--- config.mk ---
export PLATFORM = sky130hd
export DESIGN_NAME = mem_unit
export DESIGN_NICKNAME = d
export VERILOG_FILES = /design/src/source/mem_pkg.sv /design/src/source/mem_unit.sv /design/src/source/load_assembler.sv /design/src/source/bus_driver.sv /design/src/source/mem_arbiter.sv /design/src/source/req_buffer.sv
export SDC_FILE = /design/constraint.sdc
export NUM_CORES = 1
export LEC_CHECK = 0
export ABC_CLOCK_PERIOD_IN_PS = 4200
export BUFFER_PORTS_ARGS = -buffer_cell sky130_fd_sc_hd__buf_2
export CAP_MARGIN = 25
export CORE_AREA = 3 3 141 171
export CTS_CLUSTER_SIZE = 20
export DETAILED_ROUTE_END_ITERATION = 10
export DIE_AREA = 0 0 144 174
export PLACE_DENSITY = 0.81
export SYNTH_ARGS = -nofsm -noshare
export SYNTH_HDL_FRONTEND = slang
export SYNTH_SLANG_ARGS = --single-unit
--- constraint.sdc ---
create_clock -name clk_in -period 4.2 [get_ports clk_in]
set_input_delay 0.42 -clock clk_in [delete_from_list [all_inputs] [get_ports clk_in]]
set_output_delay 0.42 -clock clk_in [all_outputs]
set_load 0.1 [all_outputs]
--- src/source/mem_pkg.sv ---
/* shared types and memory map of the byte-serial memory unit
   words are little-endian on an 8-bit bus; the io range starts at IO_BASE */
package mem_pkg;

  // access width of a load/store request
  typedef enum logic [1:0] {
    SIZE_BYTE = 2'd0,
    SIZE_HALF = 2'd1,
    SIZE_WORD = 2'd2
  } access_size_e;

  // width of a byte lane index within one word
  parameter int BYTE_INDEX_W = 2;

  // default start of the memory mapped io range
  parameter logic [31:0] IO_BASE = 32'h0003_0000;

  // instruction fetch always reads a full word
  typedef struct packed {
    logic [31:0] addr;
  } fetch_req_t;

  // load or store from the load/store buffer
  typedef struct packed {
    logic [31:0]  addr;
    logic [31:0]  wdata;
    access_size_e size;
    logic         write;
    // only meaningful for byte and half loads
    logic         sign_ext;
  } lsu_req_t;

  // outputs toward the external byte bus
  typedef struct packed {
    logic [31:0] addr;
    logic [7:0]  dout;
    // high for a write cycle, low reads
    logic        wr;
  } mem_bus_t;

endpackage
--- src/source/mem_unit.sv ---
/* memory unit between the core requesters and the 8-bit memory bus
   responses are single-cycle pulses and cannot be back-pressured */
`timescale 1ns/10ps

module mem_unit import mem_pkg::*; #(
  parameter logic [31:0] IO_BASE = mem_pkg::IO_BASE
) (
  input  logic       clk_in,
  input  logic       arst_n,
  // pauses the unit when low
  input  logic       rdy_in,
  input  fetch_req_t fetch_req,
  input  logic       fetch_valid,
  output logic       fetch_ready,
  output logic       fetch_rsp_valid,
  output logic [31:0] fetch_rsp_data,
  input  lsu_req_t   lsu_req,
  input  logic       lsu_valid,
  output logic       lsu_ready,
  output logic       lsu_rsp_valid,
  output logic [31:0] lsu_rsp_data,
  input  logic [7:0] mem_din,
  output mem_bus_t   mem_bus,
  input  logic       io_buffer_full
);

  fetch_req_t              fetch_entry;
  lsu_req_t                lsu_entry;
  logic                    fetch_pending;
  logic                    lsu_pending;
  logic                    take_fetch;
  logic                    take_lsu;
  logic                    grant;
  logic                    sel_lsu;
  logic [BYTE_INDEX_W-1:0] byte_index;
  logic                    issue_write;
  logic                    capture;
  logic [BYTE_INDEX_W-1:0] capture_index;
  logic                    finish;
  access_size_e            held_size;
  logic                    held_signed;
  logic [31:0]             rdata;

  req_buffer #(.payload_t(fetch_req_t)) i_fetch_buf (
    .clk_in      (clk_in),
    .arst_n      (arst_n),
    .in_valid    (fetch_valid),
    .in_payload  (fetch_req),
    .in_ready    (fetch_ready),
    .entry_valid (fetch_pending),
    .entry       (fetch_entry),
    .take        (take_fetch)
  );

  req_buffer #(.payload_t(lsu_req_t)) i_lsu_buf (
    .clk_in      (clk_in),
    .arst_n      (arst_n),
    .in_valid    (lsu_valid),
    .in_payload  (lsu_req),
    .in_ready    (lsu_ready),
    .entry_valid (lsu_pending),
    .entry       (lsu_entry),
    .take        (take_lsu)
  );

  mem_arbiter #(.IO_BASE(IO_BASE)) i_arbiter (
    .clk_in          (clk_in),
    .arst_n          (arst_n),
    .rdy_in          (rdy_in),
    .io_buffer_full  (io_buffer_full),
    .fetch_pending   (fetch_pending),
    .lsu_pending     (lsu_pending),
    .lsu_entry       (lsu_entry),
    .take_fetch      (take_fetch),
    .take_lsu        (take_lsu),
    .grant           (grant),
    .sel_lsu         (sel_lsu),
    .byte_index      (byte_index),
    .issue_write     (issue_write),
    .capture         (capture),
    .capture_index   (capture_index),
    .finish          (finish),
    .fetch_rsp_valid (fetch_rsp_valid),
    .lsu_rsp_valid   (lsu_rsp_valid)
  );

  bus_driver i_bus_driver (
    .clk_in      (clk_in),
    .arst_n      (arst_n),
    .grant       (grant),
    .sel_lsu     (sel_lsu),
    .fetch_entry (fetch_entry),
    .lsu_entry   (lsu_entry),
    .byte_index  (byte_index),
    .issue_write (issue_write),
    .mem_bus     (mem_bus),
    .held_size   (held_size),
    .held_signed (held_signed)
  );

  load_assembler i_load_asm (
    .clk_in        (clk_in),
    .arst_n        (arst_n),
    .capture       (capture),
    .capture_index (capture_index),
    .mem_din       (mem_din),
    .finish        (finish),
    .size          (held_size),
    .sign_ext      (held_signed),
    .rdata         (rdata)
  );

  // one result register serves both response ports
  assign fetch_rsp_data = rdata;
  assign lsu_rsp_data   = rdata;

endmodule

--- src/source/load_assembler.sv ---
/* gathers returned bytes into lanes and extends the word on finish
   lanes clear on finish, so a store with no captures reports zero */
`timescale 1ns/10ps

module load_assembler import mem_pkg::*; (
  input  logic                    clk_in,
  input  logic                    arst_n,
  input  logic                    capture,
  input  logic [BYTE_INDEX_W-1:0] capture_index,
  input  logic [7:0]              mem_din,
  input  logic                    finish,
  input  access_size_e            size,
  input  logic                    sign_ext,
  output logic [31:0]             rdata
);

  logic [3:0][7:0] lanes;
  logic [3:0][7:0] merged;
  logic [31:0]     extended;

  // last byte may arrive in the same cycle as finish
  always_comb begin
    merged = lanes;
    if (capture) begin
      merged[capture_index] = mem_din;
    end
  end

  always_comb begin
    case (size)
      SIZE_BYTE: extended = {{24{sign_ext & merged[0][7]}}, merged[0]};
      SIZE_HALF: extended = {{16{sign_ext & merged[1][7]}}, merged[1], merged[0]};
      default:   extended = merged;
    endcase
  end

  always_ff @(posedge clk_in or negedge arst_n) begin
    if (!arst_n) begin
      lanes <= '0;
      rdata <= '0;
    end else if (finish) begin
      lanes <= '0;
      rdata <= extended;
    end else if (capture) begin
      lanes[capture_index] <= mem_din;
    end
  end

endmodule

--- src/source/bus_driver.sv ---
/* holds the granted request and forms one bus cycle per byte index
   fetches are forced to an unsigned word access */
`timescale 1ns/10ps

module bus_driver import mem_pkg::*; (
  input  logic                    clk_in,
  input  logic                    arst_n,
  input  logic                    grant,
  input  logic                    sel_lsu,
  input  fetch_req_t              fetch_entry,
  input  lsu_req_t                lsu_entry,
  input  logic [BYTE_INDEX_W-1:0] byte_index,
  input  logic                    issue_write,
  output mem_bus_t                mem_bus,
  output access_size_e            held_size,
  output logic                    held_signed
);

  logic [31:0] held_addr;
  logic [31:0] held_wdata;

  // size and sign steer the load extension
  always_ff @(posedge clk_in or negedge arst_n) begin
    if (!arst_n) begin
      held_size   <= SIZE_WORD;
      held_signed <= 1'b0;
    end else if (grant) begin
      held_size   <= sel_lsu ? lsu_entry.size : SIZE_WORD;
      held_signed <= sel_lsu && lsu_entry.sign_ext;
    end
  end

  always_ff @(posedge clk_in) begin
    if (grant) begin
      held_addr  <= sel_lsu ? lsu_entry.addr : fetch_entry.addr;
      held_wdata <= sel_lsu ? lsu_entry.wdata : '0;
    end
  end

  // little-endian: lane n goes to base + n
  always_comb begin
    mem_bus.addr = held_addr + 32'(byte_index);
    mem_bus.dout = held_wdata[byte_index*8 +: 8];
    mem_bus.wr   = issue_write;
  end

endmodule

--- src/source/mem_arbiter.sv ---
/* control FSM of the memory unit: grant, byte count, io stall and pause
   load/store wins over fetch; only one access is on the bus at a time */
`timescale 1ns/10ps

module mem_arbiter import mem_pkg::*; #(
  parameter logic [31:0] IO_BASE = mem_pkg::IO_BASE
) (
  input  logic                    clk_in,
  input  logic                    arst_n,
  input  logic                    rdy_in,
  input  logic                    io_buffer_full,
  input  logic                    fetch_pending,
  input  logic                    lsu_pending,
  input  lsu_req_t                lsu_entry,
  output logic                    take_fetch,
  output logic                    take_lsu,
  output logic                    grant,
  output logic                    sel_lsu,
  output logic [BYTE_INDEX_W-1:0] byte_index,
  output logic                    issue_write,
  output logic                    capture,
  output logic [BYTE_INDEX_W-1:0] capture_index,
  output logic                    finish,
  output logic                    fetch_rsp_valid,
  output logic                    lsu_rsp_valid
);

  typedef enum logic [1:0] {ST_IDLE, ST_XFER, ST_RESP} state_e;

  state_e                  state;
  logic                    held_write;
  logic                    held_io;
  logic                    src_lsu;
  logic [BYTE_INDEX_W-1:0] last_index;
  logic [BYTE_INDEX_W-1:0] lsu_last;
  logic                    issue;
  logic                    last_byte;
  logic                    fetch_rsp_q;
  logic                    lsu_rsp_q;

  assign grant      = (state == ST_IDLE) && rdy_in && (fetch_pending || lsu_pending);
  assign sel_lsu    = lsu_pending;
  assign take_lsu   = grant && lsu_pending;
  assign take_fetch = grant && !lsu_pending;

  always_comb begin
    case (lsu_entry.size)
      SIZE_BYTE: lsu_last = BYTE_INDEX_W'(0);
      SIZE_HALF: lsu_last = BYTE_INDEX_W'(1);
      default:   lsu_last = BYTE_INDEX_W'(3);
    endcase
  end

  // io writes hold off while the uart buffer is full
  assign issue       = (state == ST_XFER) && rdy_in &&
                       !(held_write && held_io && io_buffer_full);
  assign issue_write = issue && held_write;
  assign last_byte   = (byte_index == last_index);
  // reads finish once the last byte is back, writes on the last write cycle
  assign finish      = ((state == ST_RESP) && rdy_in) || (issue_write && last_byte);

  always_ff @(posedge clk_in or negedge arst_n) begin
    if (!arst_n) begin
      state      <= ST_IDLE;
      byte_index <= '0;
      held_write <= 1'b0;
      held_io    <= 1'b0;
      src_lsu    <= 1'b0;
      last_index <= '0;
    end else if (grant) begin
      state      <= ST_XFER;
      byte_index <= '0;
      held_write <= lsu_pending && lsu_entry.write;
      held_io    <= lsu_pending && (lsu_entry.addr >= IO_BASE);
      src_lsu    <= lsu_pending;
      last_index <= lsu_pending ? lsu_last : BYTE_INDEX_W'(3);
    end else if (issue) begin
      if (!last_byte) begin
        byte_index <= byte_index + 1'b1;
      end else begin
        state <= held_write ? ST_IDLE : ST_RESP;
      end
    end else if ((state == ST_RESP) && rdy_in) begin
      state <= ST_IDLE;
    end
  end

  // read data shows up one cycle after its address, even across a pause
  always_ff @(posedge clk_in or negedge arst_n) begin
    if (!arst_n) begin
      capture       <= 1'b0;
      capture_index <= '0;
    end else begin
      capture       <= issue && !held_write;
      capture_index <= byte_index;
    end
  end

  // response pulse waits out a pause
  always_ff @(posedge clk_in or negedge arst_n) begin
    if (!arst_n) begin
      fetch_rsp_q <= 1'b0;
      lsu_rsp_q   <= 1'b0;
    end else if (rdy_in) begin
      fetch_rsp_q <= finish && !src_lsu;
      lsu_rsp_q   <= finish && src_lsu;
    end
  end

  assign fetch_rsp_valid = fetch_rsp_q && rdy_in;
  assign lsu_rsp_valid   = lsu_rsp_q && rdy_in;

endmodule

--- src/source/req_buffer.sv ---
/* one-entry request buffer with valid/ready on the input side
   accepts only while empty, so in_ready stays low from each accept until the take */
`timescale 1ns/10ps

module req_buffer #(
  parameter type payload_t = logic [31:0]
) (
  input  logic     clk_in,
  input  logic     arst_n,
  input  logic     in_valid,
  input  payload_t in_payload,
  output logic     in_ready,
  output logic     entry_valid,
  output payload_t entry,
  input  logic     take
);

  assign in_ready = !entry_valid;

  // occupancy flag
  always_ff @(posedge clk_in or negedge arst_n) begin
    if (!arst_n) begin
      entry_valid <= 1'b0;
    end else if (take) begin
      entry_valid <= 1'b0;
    end else if (in_valid && in_ready) begin
      entry_valid <= 1'b1;
    end
  end

  // payload held until the arbiter takes it
  always_ff @(posedge clk_in) begin
    if (in_valid && in_ready) begin
      entry <= in_payload;
    end
  end

endmodule

==> impl_results.md <==
- Sequential fraction of the synthesis area: 67.8%
- Count of cells along the worst hold path: 1
- Hold WC Path Type: input pin to flip-flop
- Sink of the worst hold path: i_lsu_buf.entry[2]
- Unrepaired setup endpoints after global routing: false
- Hold wc startpoint: lsu_req[2]
- Count of state elements after synthesis: 247
- Transition at the pin with the smallest max-transition slack: 0.992 ns
- Placed wire-length estimate: roughly 15000 um
- Net Count, Synth: between 700 and 800
- Post-Route Skew: 0.0204 ns
- Setup total negative slack: 0 ns
- Number of buffers inserted to repair setup after CTS: 0
- R2r worst-path depth: 6
- Clk Latency, worst-skew pair: 0.51 ns
- Final hold viol count: 0
- Layout cells sized above 1: 40.7%
- ANT nets after route: 0
- Core Area: 0.0224 sq mm
- Max clock buf depth: 3
- Most used flip-flop cell after synthesis: sky130_fd_sc_hd__edfxtp_1
- Clock tree from TritonCTS: built
- Setup violation total in the final timing report: 0
- Area grow syn2layout: 20.3%
- DRC viols: 0
- Num CTS Buffers: 24
- Minimum setup slack among reg-to-reg paths: 1.64 ns
- Io pins: between 200 and 250
- Post-detailed-route wirelength per cell: 18.3 um
- Number of standard cells in the layout, taps in and fillers out: 1180
- Synth Warn #: 0
- Max-cap viol count: 0
- Synthesized area per cell: ~15 sq um
- Crit share post-route: 85.0%
- Routed via count divided by cell count: roughly 5.2
- Wire length of the first global-routing pass: roughly 34000 um
- CTS H-tree lvls: 1
- Die X-Extent: 144 um
- Final global-route overflow total: 0
- Detailed-routing iteration count for the pre-antenna-repair pass: 4
- Count of standard-cell rows: 60
- Final cell area excluding filler cells: 0.0124 sq mm
- Cell area after placement: about 0.012 sq mm
- Area enclosed by the die boundary: 0.0251 sq mm
- Number of placed instances with taps included: 1131
- Number of enable-type register cells in the synthesized netlist: 164
- Endpoint required time on the critical path: ~3.8 ns
- Crit Reg-Reg Startpoint: i_arbiter.byte_index[1]
- Via count of the first global-routing pass: 6340
- DR vias: between 6000 and 7000
- Vertical extent of the die: 174 um
- Maximum fanout count along the critical path: 4
- Status: complete, no violations
- Total wire length after detailed routing: between 20000 and 25000 um
- Starting Density: approximately 46%
- Pin count of the biggest net entering global routing: 68
- Clock net sink count: 247
- Worst rel slew slack: 33.7%
- Reg-to-reg critical path endpoint: i_load_asm.rdata[3]
- Max-slew violations: 0
- Gate Count Post-Synth: 678
- Number of instances resized during post-cts repair: 0
- Data arrival time of the critical path: 3.15 ns
- Category of the worst setup path capture point: output port
- IO Port Bufs: 222
- Setup crit start kind: flip-flop
- Nets: about 1000
- CTS clock-pin slew for the worst setup and hold paths: roughly 0.060 ns
- Maximum frequency from static timing analysis: 0.280 GHz
- All-layer global routing usage: approximately 17%
- Type of the worst setup path: flip-flop to output port
- Final critical path time including I/O delays and setup: 3.57 ns
- Post-synthesis async set-or-reset flop share: 33.6%
- Root cell of the clock tree: sky130_fd_sc_hd__clkbuf_16
- Number of unique standard cell types used by synthesis: 50
- Number of antenna violations at the first check in global routing: 2
- # hold bufs at CTS: 1
- Weighted congestion reported at the end of routability-driven placement: 0.882
- Syn Std Cell Area: a little over 0.01 sq mm
- Initial drt markers: 369
-- registers in the layout, indices dropped and copies added, names as in the netlist, 2 cells and up --
| register | cells |
|---|---|
| i_lsu_buf.entry | 68 |
| i_bus_driver.held_addr | 32 |
| i_bus_driver.held_wdata | 32 |
| i_fetch_buf.entry | 32 |
| i_load_asm.lanes | 32 |
| i_load_asm.rdata | 32 |
| i_arbiter.byte_index | 2 |
| i_arbiter.capture_index | 2 |
| i_arbiter.last_index | 2 |
| i_arbiter.state | 2 |
| i_bus_driver.held_size | 2 |
-- synthesized netlist by cell type (all sizes together), types with 10 or more instances --
cell / n / area share [%]
nand3: 10 / 0.53
nor2b: 20 / 1.2
clkbuf: 11 / 0.40
nand2: 18 / 0.65
edfxtp: 164 / 48
a211o: 16 / 1.4
buf: 49 / 3.3
xor2: 13 / 1.1
inv: 20 / 0.73
nand4: 10 / 0.61
nor2: 31 / 1.1
nor4: 10 / 0.61
xnor2: 22 / 1.9
mux2: 73 / 8.0
dfrtp: 82 / 20
mux2i: 25 / 2.5
and2: 35 / 2.1
-- metal layers --
metal,global-route usage (%),vias to the layer above,share of wire (%),wire length (um)
met1,21.1,3017,38,8220
met3,3.41,58,6.3,1370
li1,-,2848,-,-
met2,29.6,230,52,11300
met4,6.59,2,3.5,755
met5,0,-,0.060,13
-- cells in the final DEF, fill, tap and decap left out, drive strengths merged, types with 4 or more instances in the layout --
cell type and n:
buf 235, edfxtp 164, dfrtp 82, mux2 73, and2 35, nor2 31
clkbuf 29, mux2i 25, xnor2 22, inv 20, nor2b 20, nand2 18
a211o 16, xor2 13, clkinv 11, nand4 10, nand3 10, nor4 10
mux4 8, o22ai 8, a22o 7, nor3 6, or2 4
-- stage by stage --
step	util [%]	hold slack, ns	setup WS [ns]
floorplan	-	0.124	0.378
global placement	51.7	0.445	1.17
detailed placement	51.7	0.454	1.13
CTS	55.2	0.0607	0.570
global route	55.3	0.0591	0.379
finish	55.3	0.0768	0.629
-- critical path, stage by stage (launching register included) --
cell                       delay [ns]
sky130_fd_sc_hd__dfrtp_1         0.34
sky130_fd_sc_hd__ha_1            0.16
sky130_fd_sc_hd__inv_1           0.06
sky130_fd_sc_hd__fa_1            0.43
sky130_fd_sc_hd__nand4b_1        0.27
sky130_fd_sc_hd__nor4_1          0.68
sky130_fd_sc_hd__nand4_1         0.19
sky130_fd_sc_hd__xnor2_1         0.29
sky130_fd_sc_hd__buf_12          0.22
-- cell type report --
type | count | area, sq um
Clock buffer | 28 | 637
Multi-Input combinational cell | 351 | 2900
Timing Repair Buffer | 237 | 1310
Inverter | 20 | 75.1
Tap cell | 279 | 349
Clock inverter | 16 | 146
Fill cell | 1779 | 10000
Sequential cell | 247 | 7000
Antenna cell | 2 | 5.00
-- kinds of logic (layout without fill, tap and decap cells) --
family | Yosys count | after routing | share of synthesized area, %
DFF | 247 | 247 | 67.8
other | 0 | 2 | 0
xor gates and xnor gates | 35 | 35 | 2.97
adders and majority gates | 3 | 3 | 0.436
buffers and inverters | 80 | 301 | 4.42
AOI/OAI and AO/OA | 46 | 46 | 3.56
and+or+nand+nor | 161 | 161 | 8.66
muxes | 106 | 106 | 12.2
-- worst max-delay path by stage --
stage / start / to / slack (ns) / cells after the start
floorplan: i_arbiter.byte_index[1] / mem_bus[31] / 0.38 / 8
CTS: i_arbiter.byte_index[0] / mem_bus[39] / 0.57 / 8
global route: i_arbiter.byte_index[0] / mem_bus[35] / 0.38 / 8
detailed placement: i_arbiter.byte_index[0] / mem_bus[39] / 1.13 / 8
global placement: i_arbiter.byte_index[0] / mem_bus[39] / 1.17 / 8
finish: i_arbiter.byte_index[0] / mem_bus[39] / 0.63 / 8
Power is left out: the tool's default activity adds up to more than one toggle a clock period on the data nets, which glitch-free logic cannot reach.
